`src/bf16Pkg.sv`:
```
package bf16Pkg;

    // ------------------------------------------------------------------------
    // bfloat16 format
    // ------------------------------------------------------------------------

    localparam int expWidth = 8;
    localparam int manWidth = 7;

    localparam logic [expWidth-1:0] expBias    = 8'd127;
    // exponent value reserved for overflow results
    localparam logic [expWidth-1:0] expAllOnes = 8'hFF;

    typedef struct packed {
        logic                sign;
        logic [expWidth-1:0] exponent;
        logic [manWidth-1:0] mantissa;
    } bf16Fields;

    // the same word seen either as raw bits or as its fields
    typedef union packed {
        logic [15:0] raw;
        bf16Fields   f;
    } bf16Word;

    // ------------------------------------------------------------------------
    // register map
    // ------------------------------------------------------------------------

    localparam logic [4:0] regOpA     = 5'h00;
    localparam logic [4:0] regOpB     = 5'h04;
    localparam logic [4:0] regCtrl    = 5'h08;
    localparam logic [4:0] regResult  = 5'h0C;
    localparam logic [4:0] regStatus  = 5'h10;

    // control word
    localparam int ctrlStartBit = 0;
    localparam int ctrlOpBit    = 1;

    localparam logic opDiv = 1'b0;
    localparam logic opMul = 1'b1;

    // status word, also the bit order of the 4-bit flag vector
    localparam int flagUnderflow = 0;
    localparam int flagOverflow  = 1;
    localparam int flagInexact   = 2;
    localparam int flagDivZero   = 3;
    localparam int statusDone    = 8;

endpackage

```
`src/fpOperandIf.sv`:
```
`timescale 1ns/1ps

interface fpOperandIf;
    import bf16Pkg::*;

    // launch side
    logic       launch;
    logic       opCode;
    bf16Word    opA;
    bf16Word    opB;

    // completion side, valid for one cycle after launch
    logic       resultValid;
    bf16Word    result;
    logic [3:0] flags;

    modport regs (
        output launch,
        output opCode,
        output opA,
        output opB,
        input  resultValid,
        input  result,
        input  flags
    );

    modport core (
        input  launch,
        input  opCode,
        input  opA,
        input  opB,
        output resultValid,
        output result,
        output flags
    );

endinterface

```
`src/bf16Divider.sv`:
```
`timescale 1ns/1ps

module bf16Divider (
    input  bf16Pkg::bf16Word opA,
    input  bf16Pkg::bf16Word opB,
    output bf16Pkg::bf16Word quotient,
    output logic             underflow,
    output logic             overflow,
    output logic             inexact
);
    import bf16Pkg::*;

    logic [14:0] dividend;
    logic [14:0] divisor;
    logic [7:0]  manQuot;
    logic [7:0]  remainder;
    logic        borrow;
    logic [7:0]  expDiff;
    logic [7:0]  biasedExp;
    logic [3:0]  shift;
    logic [7:0]  normMan;
    logic [7:0]  finalExp;
    logic        sign;

    // ------------------------------------------------------------------------
    // mantissa division
    // ------------------------------------------------------------------------

    // dividend carries seven extra zero bits so the quotient keeps 7 fraction bits
    assign dividend = {1'b1, opA.f.mantissa, {manWidth{1'b0}}};
    assign divisor  = {7'd0, 1'b1, opB.f.mantissa};

    // 1.x / 1.y lies in (0.5, 2), so the integer quotient fits in 8 bits
    assign manQuot   = 8'(dividend / divisor);
    assign remainder = 8'(dividend % divisor);

    // ------------------------------------------------------------------------
    // exponent subtraction
    // ------------------------------------------------------------------------

    assign {borrow, expDiff} = {1'b0, opA.f.exponent} - {1'b0, opB.f.exponent};
    assign biasedExp         = expDiff + expBias;

    // ------------------------------------------------------------------------
    // normalization
    // ------------------------------------------------------------------------

    // leading-one search where the highest set bit wins
    always_comb begin
        shift = 4'd8;
        for (int i = 0; i < 8; i++) begin
            if (manQuot[i]) begin
                shift = 4'(7 - i);
            end
        end
    end

    assign normMan  = manQuot << shift;
    assign finalExp = biasedExp - {4'd0, shift};
    assign sign     = opA.f.sign ^ opB.f.sign;

    // exceptions
    assign overflow  = (finalExp == expAllOnes);
    // a large negative difference wraps and would look like a normal exponent
    assign underflow = (borrow && (expDiff < 8'd130)) || (finalExp == 8'd0);
    assign inexact   = (remainder != 8'd0);

    // truncated result with the hidden one dropped
    assign quotient.raw = {sign, finalExp, overflow ? 7'd0 : normMan[6:0]};

endmodule

```
`src/bf16Multiplier.sv`:
```
`timescale 1ns/1ps

module bf16Multiplier (
    input  bf16Pkg::bf16Word opA,
    input  bf16Pkg::bf16Word opB,
    output bf16Pkg::bf16Word product,
    output logic             underflow,
    output logic             overflow,
    output logic             inexact
);
    import bf16Pkg::*;

    logic              zeroOp;
    logic              sign;
    logic [15:0]       manProd;
    logic              prodHigh;
    logic [6:0]        truncMan;
    logic              lostBits;
    logic signed [9:0] expSum;

    // either operand zero apart from its sign
    assign zeroOp = (opA.raw[14:0] == '0) || (opB.raw[14:0] == '0);
    assign sign   = opA.f.sign ^ opB.f.sign;

    // ------------------------------------------------------------------------
    // mantissa product
    // ------------------------------------------------------------------------

    assign manProd  = {1'b1, opA.f.mantissa} * {1'b1, opB.f.mantissa};
    // product lies in [1, 4), bit 15 marks the upper half
    assign prodHigh = manProd[15];
    assign truncMan = prodHigh ? manProd[14:8] : manProd[13:7];
    assign lostBits = prodHigh ? (|manProd[7:0]) : (|manProd[6:0]);

    // ten bits hold the full sum range without wrapping
    assign expSum = {2'b00, opA.f.exponent} + {2'b00, opB.f.exponent}
                  - {2'b00, expBias} + {9'd0, prodHigh};

    // ------------------------------------------------------------------------
    // range checks
    // ------------------------------------------------------------------------

    always_comb begin
        product.raw = {sign, expSum[7:0], truncMan};
        underflow   = 1'b0;
        overflow    = 1'b0;
        inexact     = lostBits;
        if (zeroOp) begin
            product.raw = {sign, 15'd0};
            inexact     = 1'b0;
        end else if (expSum >= 10'sd255) begin
            product.raw = {sign, expAllOnes, 7'd0};
            overflow    = 1'b1;
        end else if (expSum <= 10'sd0) begin
            // flush to signed zero
            product.raw = {sign, 15'd0};
            underflow   = 1'b1;
        end
    end

endmodule

```
`src/bf16ArithCore.sv`:
```
`timescale 1ns/1ps

module bf16ArithCore (
    input logic      clk,
    input logic      rstN,
    fpOperandIf.core bus
);
    import bf16Pkg::*;

    bf16Word    divQuot;
    bf16Word    mulProd;
    bf16Word    nextResult;
    logic       divUnderflow;
    logic       divOverflow;
    logic       divInexact;
    logic       mulUnderflow;
    logic       mulOverflow;
    logic       mulInexact;
    logic       divZero;
    logic [3:0] nextFlags;

    bf16Divider u_bf16Divider (
        .opA       (bus.opA),
        .opB       (bus.opB),
        .quotient  (divQuot),
        .underflow (divUnderflow),
        .overflow  (divOverflow),
        .inexact   (divInexact)
    );

    bf16Multiplier u_bf16Multiplier (
        .opA       (bus.opA),
        .opB       (bus.opB),
        .product   (mulProd),
        .underflow (mulUnderflow),
        .overflow  (mulOverflow),
        .inexact   (mulInexact)
    );

    assign divZero = (bus.opB.raw == '0);

    // ------------------------------------------------------------------------
    // result select
    // ------------------------------------------------------------------------

    always_comb begin
        nextResult = divQuot;
        nextFlags  = '0;
        unique case (bus.opCode)
            opDiv: begin
                if (divZero) begin
                    // signed infinity with the divider flags ignored
                    nextResult.raw         = {bus.opA.f.sign ^ bus.opB.f.sign, expAllOnes, 7'd0};
                    nextFlags[flagDivZero] = 1'b1;
                end else begin
                    nextFlags[flagUnderflow] = divUnderflow;
                    nextFlags[flagOverflow]  = divOverflow;
                    nextFlags[flagInexact]   = divInexact;
                end
            end
            opMul: begin
                nextResult               = mulProd;
                nextFlags[flagUnderflow] = mulUnderflow;
                nextFlags[flagOverflow]  = mulOverflow;
                nextFlags[flagInexact]   = mulInexact;
            end
        endcase
    end

    always_ff @(posedge clk) begin
        if (!rstN) begin
            bus.resultValid <= 1'b0;
        end else begin
            bus.resultValid <= bus.launch;
        end
    end

    always_ff @(posedge clk) begin
        if (bus.launch) begin
            bus.result <= nextResult;
            bus.flags  <= nextFlags;
        end
    end

    // one operation in flight, so the valid pulse never stretches
    validOnePulse: assert property (@(posedge clk) disable iff (!rstN)
        bus.resultValid |=> !bus.resultValid);

endmodule

```
`src/bf16ApbRegs.sv`:
```
`timescale 1ns/1ps

module bf16ApbRegs (
    input  logic        clk,
    input  logic        rstN,
    input  logic [4:0]  paddr,
    input  logic        psel,
    input  logic        penable,
    input  logic        pwrite,
    input  logic [31:0] pwdata,
    output logic [31:0] prdata,
    output logic        pready,
    output logic        pslverr,
    fpOperandIf.regs    bus
);
    import bf16Pkg::*;

    logic        access;
    logic        wrAccess;
    logic        mapped;
    logic        wrOpA;
    logic        wrOpB;
    logic        wrCtrl;
    logic        wrStatus;
    bf16Word     resultReg;
    logic [3:0]  stickyFlags;
    logic [3:0]  flagClear;
    logic [3:0]  flagSet;
    logic        done;
    logic [31:0] readData;

    // ------------------------------------------------------------------------
    // access decode
    // ------------------------------------------------------------------------

    // no wait states so every access finishes in its access phase
    assign pready   = 1'b1;
    assign access   = psel && penable;
    assign wrAccess = access && pwrite;

    assign wrOpA    = wrAccess && (paddr == regOpA);
    assign wrOpB    = wrAccess && (paddr == regOpB);
    assign wrCtrl   = wrAccess && (paddr == regCtrl);
    assign wrStatus = wrAccess && (paddr == regStatus);

    // operands, opcode and the launch pulse
    always_ff @(posedge clk) begin
        if (!rstN) begin
            bus.opA    <= '0;
            bus.opB    <= '0;
            bus.opCode <= opDiv;
            bus.launch <= 1'b0;
        end else begin
            bus.launch <= wrCtrl && pwdata[ctrlStartBit];
            if (wrOpA) begin
                bus.opA.raw <= pwdata[15:0];
            end
            if (wrOpB) begin
                bus.opB.raw <= pwdata[15:0];
            end
            if (wrCtrl) begin
                bus.opCode <= pwdata[ctrlOpBit];
            end
        end
    end

    // ------------------------------------------------------------------------
    // result capture and sticky status
    // ------------------------------------------------------------------------

    // write-one-to-clear
    assign flagClear = wrStatus ? pwdata[flagDivZero:flagUnderflow] : '0;
    assign flagSet   = bus.resultValid ? bus.flags : '0;

    always_ff @(posedge clk) begin
        if (!rstN) begin
            resultReg   <= '0;
            stickyFlags <= '0;
            done        <= 1'b0;
        end else begin
            stickyFlags <= (stickyFlags & ~flagClear) | flagSet;
            if (bus.resultValid) begin
                resultReg <= bus.result;
                done      <= 1'b1;
            end else if (wrCtrl || (wrStatus && pwdata[statusDone])) begin
                done <= 1'b0;
            end
        end
    end

    // ------------------------------------------------------------------------
    // read path
    // ------------------------------------------------------------------------

    always_comb begin
        readData = '0;
        mapped   = 1'b1;
        case (paddr)
            regOpA:    readData[15:0] = bus.opA.raw;
            regOpB:    readData[15:0] = bus.opB.raw;
            regCtrl:   readData[ctrlOpBit] = bus.opCode;
            regResult: readData[15:0] = resultReg.raw;
            regStatus: begin
                readData[flagDivZero:flagUnderflow] = stickyFlags;
                readData[statusDone]                = done;
            end
            default:   mapped = 1'b0;
        endcase
    end

    assign prdata  = (access && !pwrite) ? readData : '0;
    // the result register is read-only
    assign pslverr = access && (!mapped || (pwrite && (paddr == regResult)));

    // a control write occupies a single access phase
    launchOnePulse: assert property (@(posedge clk) disable iff (!rstN)
        bus.launch |=> !bus.launch);

endmodule

```
`src/bf16Coprocessor.sv`:
```
`timescale 1ns/1ps

module bf16Coprocessor (
    input  logic        clk,
    input  logic        rstN,
    input  logic [4:0]  paddr,
    input  logic        psel,
    input  logic        penable,
    input  logic        pwrite,
    input  logic [31:0] pwdata,
    output logic [31:0] prdata,
    output logic        pready,
    output logic        pslverr
);

    // operand and result path between register block and core
    fpOperandIf opBus ();

    bf16ApbRegs u_bf16ApbRegs (
        .clk     (clk),
        .rstN    (rstN),
        .paddr   (paddr),
        .psel    (psel),
        .penable (penable),
        .pwrite  (pwrite),
        .pwdata  (pwdata),
        .prdata  (prdata),
        .pready  (pready),
        .pslverr (pslverr),
        .bus     (opBus.regs)
    );

    bf16ArithCore u_bf16ArithCore (
        .clk  (clk),
        .rstN (rstN),
        .bus  (opBus.core)
    );

endmodule

```
`config.mk`:
```
export PLATFORM = sky130hd
export DESIGN_NAME = bf16Coprocessor
export DESIGN_NICKNAME = d
export VERILOG_FILES = /design/src/bf16Pkg.sv /design/src/fpOperandIf.sv /design/src/bf16Divider.sv /design/src/bf16Multiplier.sv /design/src/bf16ArithCore.sv /design/src/bf16ApbRegs.sv /design/src/bf16Coprocessor.sv
export SDC_FILE = /design/constraint.sdc
export NUM_CORES = 1
export LEC_CHECK = 0
export ABC_AREA = 1
export BUFFER_PORTS_ARGS = -buffer_cell sky130_fd_sc_hd__buf_2
export CAP_MARGIN = 5
export CORE_MARGIN = 2
export CORE_UTILIZATION = 35
export CTS_CLUSTER_DIAMETER = 200
export DETAILED_ROUTE_END_ITERATION = 8
export HOLD_SLACK_MARGIN = 0.05
export PLACE_DENSITY = 0.52
export RECOVER_POWER = 100
export SETUP_SLACK_MARGIN = 0.2
export SYNTH_ARGS = -nofsm -noshare
export SYNTH_HDL_FRONTEND = slang
export SYNTH_SLANG_ARGS = --single-unit
```
`constraint.sdc`:
```
create_clock -name clk -period 18.5 [get_ports clk]
set_clock_uncertainty 0.05 [all_clocks]
set_input_delay 2.775 -clock clk [delete_from_list [all_inputs] [get_ports clk]]
set_output_delay 2.775 -clock clk [all_outputs]
set_load 0.02 [all_outputs]
```
==> flow_metrics.tcl <==
set metrics [dict create \
    outcome "finished with violations" \
    failed_checks "capacitance limit, slew limit" \
    setup_ws_ns 2.13 \
    holdWs_ns 0.422 \
    mostFrequentLayoutCell "nand2_1" \
    root_buffer "clkbuf_16" \
    ys_types 56 \
    rows 63 \
    synthToLayoutAreaGrowth_pct 8.69 \
    peakVddDrop_uv 173 \
    core_um2 29800 \
    layout.nets 1803 \
    start_util_pct 35.8 \
    cts_hold_buffers 0 \
    dp_hpwl_um 23700 \
    synth-compound-area-share_pct 15.3 \
    track_usage_pct 19.4 \
    crit_path_end_kind "register" \
    layout_min_cycle_time_ns 16.37 \
    antenna_found_initial 1 \
    vias_per_cell 4.94 \
    synth_top_family_by_area "simple AND/OR/NAND/NOR gates" \
    cts_sinks 76 \
    yosysSeqAreaShare_pct 16.2 \
    cts.clk_slew.worst_paths_ns 0.06 \
    dp_worst_setup_slack_ns 1.61 \
    post-route-period-util_pct 88.5 \
    drc 0 \
    avgSynthCellArea_um2 6.86 \
    muxShareOfSynthArea_pct 0 \
    max-cap-violations 1 \
    synthXorXnorAreaFrac_pct 5.84 \
    dr.pass1.iters 7 \
    totalWireLength_um 29800 \
    synth_flop_cell "dfxtp_1" \
    clk_latency_ns 0.35 \
    arrival_ns 16.40 \
    portBuffers 42 \
    cts_buffers 9 \
    cp_common_cell "nand2_1" \
    setup_viol 0 \
    h-tree-depth 3 \
    synth-seq-cells 76 \
    worst_slew_pin_slew_ns 1.99 \
    max_stage_delay_ns 0.55 \
    n_antenna_cell 0 \
    yosysWarnings 0 \
    maxSlewViolCount 52 \
    drive_gt1_share_pct 9.40 \
    slew_headroom_pct -32.6 \
    grt_pass1_wl_um 48800 \
    die_height_um 178 \
    synth_edf_count 20 \
    rsz0062_at_grt "no" \
    synthSimpleGateAreaFrac_pct 27.5 \
    gp_congestion 0.892 \
    cp.required_ns 18.53 \
    hold_viol 0 \
    p_per_area_nw_per_um2 154 \
    grt-ovfl-total 0 \
    n_fill_cell 3236 \
    synthArstFlopShare_pct 0 \
    cts_max_path_buffers 2 \
    hold_path.class "reg2reg" \
    wire_per_inst_um 15.0 \
    vias 9803 \
    finalPower_mw 1.79 \
    crit_type "reg2reg" \
    max_freq_mhz 61.1 \
    final_cell_mix "nand2_1, inv_1, ha_1" \
    die_area_um2 31800 \
    critical-path-slowest-cell "dfxtp_2" \
    path_max_fanout 15 \
    p_leak_nw 6.32 \
    grt_pass1_vias 9450 \
    drt_iter0_drc 670 \
    syn_inst 1552 \
    cts_tree "built" \
    synthAdderAreaFrac_pct 22.8 \
    boundaryPins 76 \
    worstSetupStartpointType "register" \
    die_w_um 178 \
    fin_tns_setup_ns 0 \
    netlist_area_um2 10700 \
    grt_max_degree 52 \
    ant_nets 0 \
]
==> final timing paths <==
path                           startpoint                           end  slack [ns]  cells after the start
min reg2reg  u_bf16ApbRegs.stickyFlags[2]  u_bf16ApbRegs.stickyFlags[2]        0.42                      2
min          u_bf16ApbRegs.stickyFlags[2]  u_bf16ApbRegs.stickyFlags[2]        0.42                      2
max              u_bf16ApbRegs.bus.opB[2]  u_bf16ArithCore.bus.flags[2]        2.13                     99
max reg2reg      u_bf16ApbRegs.bus.opB[2]  u_bf16ArithCore.bus.flags[2]        2.13                     99
==> sequential cells by signal, indices dropped and copies added (netlist names) <==
signal / flops
u_bf16ApbRegs.resultReg: 16
u_bf16ApbRegs.done: 1
u_bf16ApbRegs.bus.opB: 16
u_bf16ApbRegs.bus.opA: 16
u_bf16ArithCore.bus.result: 16
u_bf16ArithCore.bus.resultValid: 1
u_bf16ApbRegs.bus.opCode: 1
u_bf16ArithCore.bus.flags: 4
u_bf16ApbRegs.bus.launch: 1
u_bf16ApbRegs.stickyFlags: 4
==> layout make-up <==
class | count | area (um^2) | area share, %
Clock inverter | 6 | 66.3 | 0.573
Sequential cell | 76 | 1730 | 14.9
Inverter | 272 | 1030 | 8.93
Tap cell | 390 | 488 | 4.21
Timing Repair Buffer | 65 | 353 | 3.05
Multi-Input combinational cell | 1167 | 7680 | 66.3
Clock buffer | 10 | 229 | 1.98
==> synthesized netlist by cell type (7+ instances only) <==
cell type  count  area (um^2)
a21oi_1       98          490
buf_4         17          128
clkbuf_1      30          113
dfxtp_1       56         1120
edfxtp_1      20          601
fa_1          40          801
ha_1         130         1630
inv_1        255          957
inv_2         13         48.8
nand2_1      312         1170
nand2_2       17          106
nand2_4        7         78.8
nand3_1       77          385
nand3_2       12          120
nand3b_1       7         52.6
nand4_1       16          100
nor2_1       125          469
nor3_1        12         60.1
nor4_1         7         43.8
o211ai_1      12         90.1
o21ai_0      107          536
o21ai_1       12         60.1
o21bai_1      14          105
o221ai_1       7         61.3
or2_2          7         43.8
xnor2_1       24          210
xor2_1        47          412
==> worst max-delay path, delay by kind of cell, from the launching register on <==
kind                     cells  cell delay (ns)
AND/OR/NAND/NOR             45             5.56
AO/OA/AOI/OAI               34             5.34
adder cells (fa/ha/maj)      9             2.81
buffers and inverters       10             1.65
flip-flops                   1             0.55
XOR/XNOR                     1             0.14
==> stage by stage <==
step,instances,util [%],cell area [um^2]
after floorplan,1570,-,10700
after global placement,1956,37.6,11200
after detailed placement,1956,37.6,11200
after CTS,1972,38.5,11500
after global routing,1986,38.9,11600
final,1986,38.9,11600
==> logic make-up after synthesis <==
| logic type | after synthesis |
|---|---|
| buf+inv | 327 |
| compound gates | 285 |
| xor+xnor | 71 |
| simple gates | 621 |
| flops | 76 |
| other cells | 2 |
| fa+ha+maj | 170 |
==> layer usage <==
| metal | track usage [%] | vias up | wire length [um] |
|---|---|---|---|
| met5 | 0 | - | 16 |
| met4 | 2.68 | 2 | 257 |
| met3 | 2.60 | 19 | 1350 |
| met2 | 31.0 | 198 | 12800 |
| met1 | 28.2 | 4511 | 15300 |
| li1 | - | 5073 | - |
==> power breakdown <==
part | switching [mW] | leakage (nW) | internal (mW) | total, mW
Clock | 0.0714 | 0.146 | 0.105 | 0.176
Sequential | 0.000790 | 0.630 | 0.171 | 0.172
Combinational | 0.951 | 5.54 | 0.489 | 1.44
Total | 1.02 | 6.32 | 0.764 | 1.79
==> timing repair <==
| item | CTS | global route |
|---|---|---|
| endpoints found under the setup margin | 0 | 3 |
| buffers inserted | 0 | 14 |
| gates resized for setup | 0 | 10 |
Note: power is estimated with default switching activity, not from simulation.
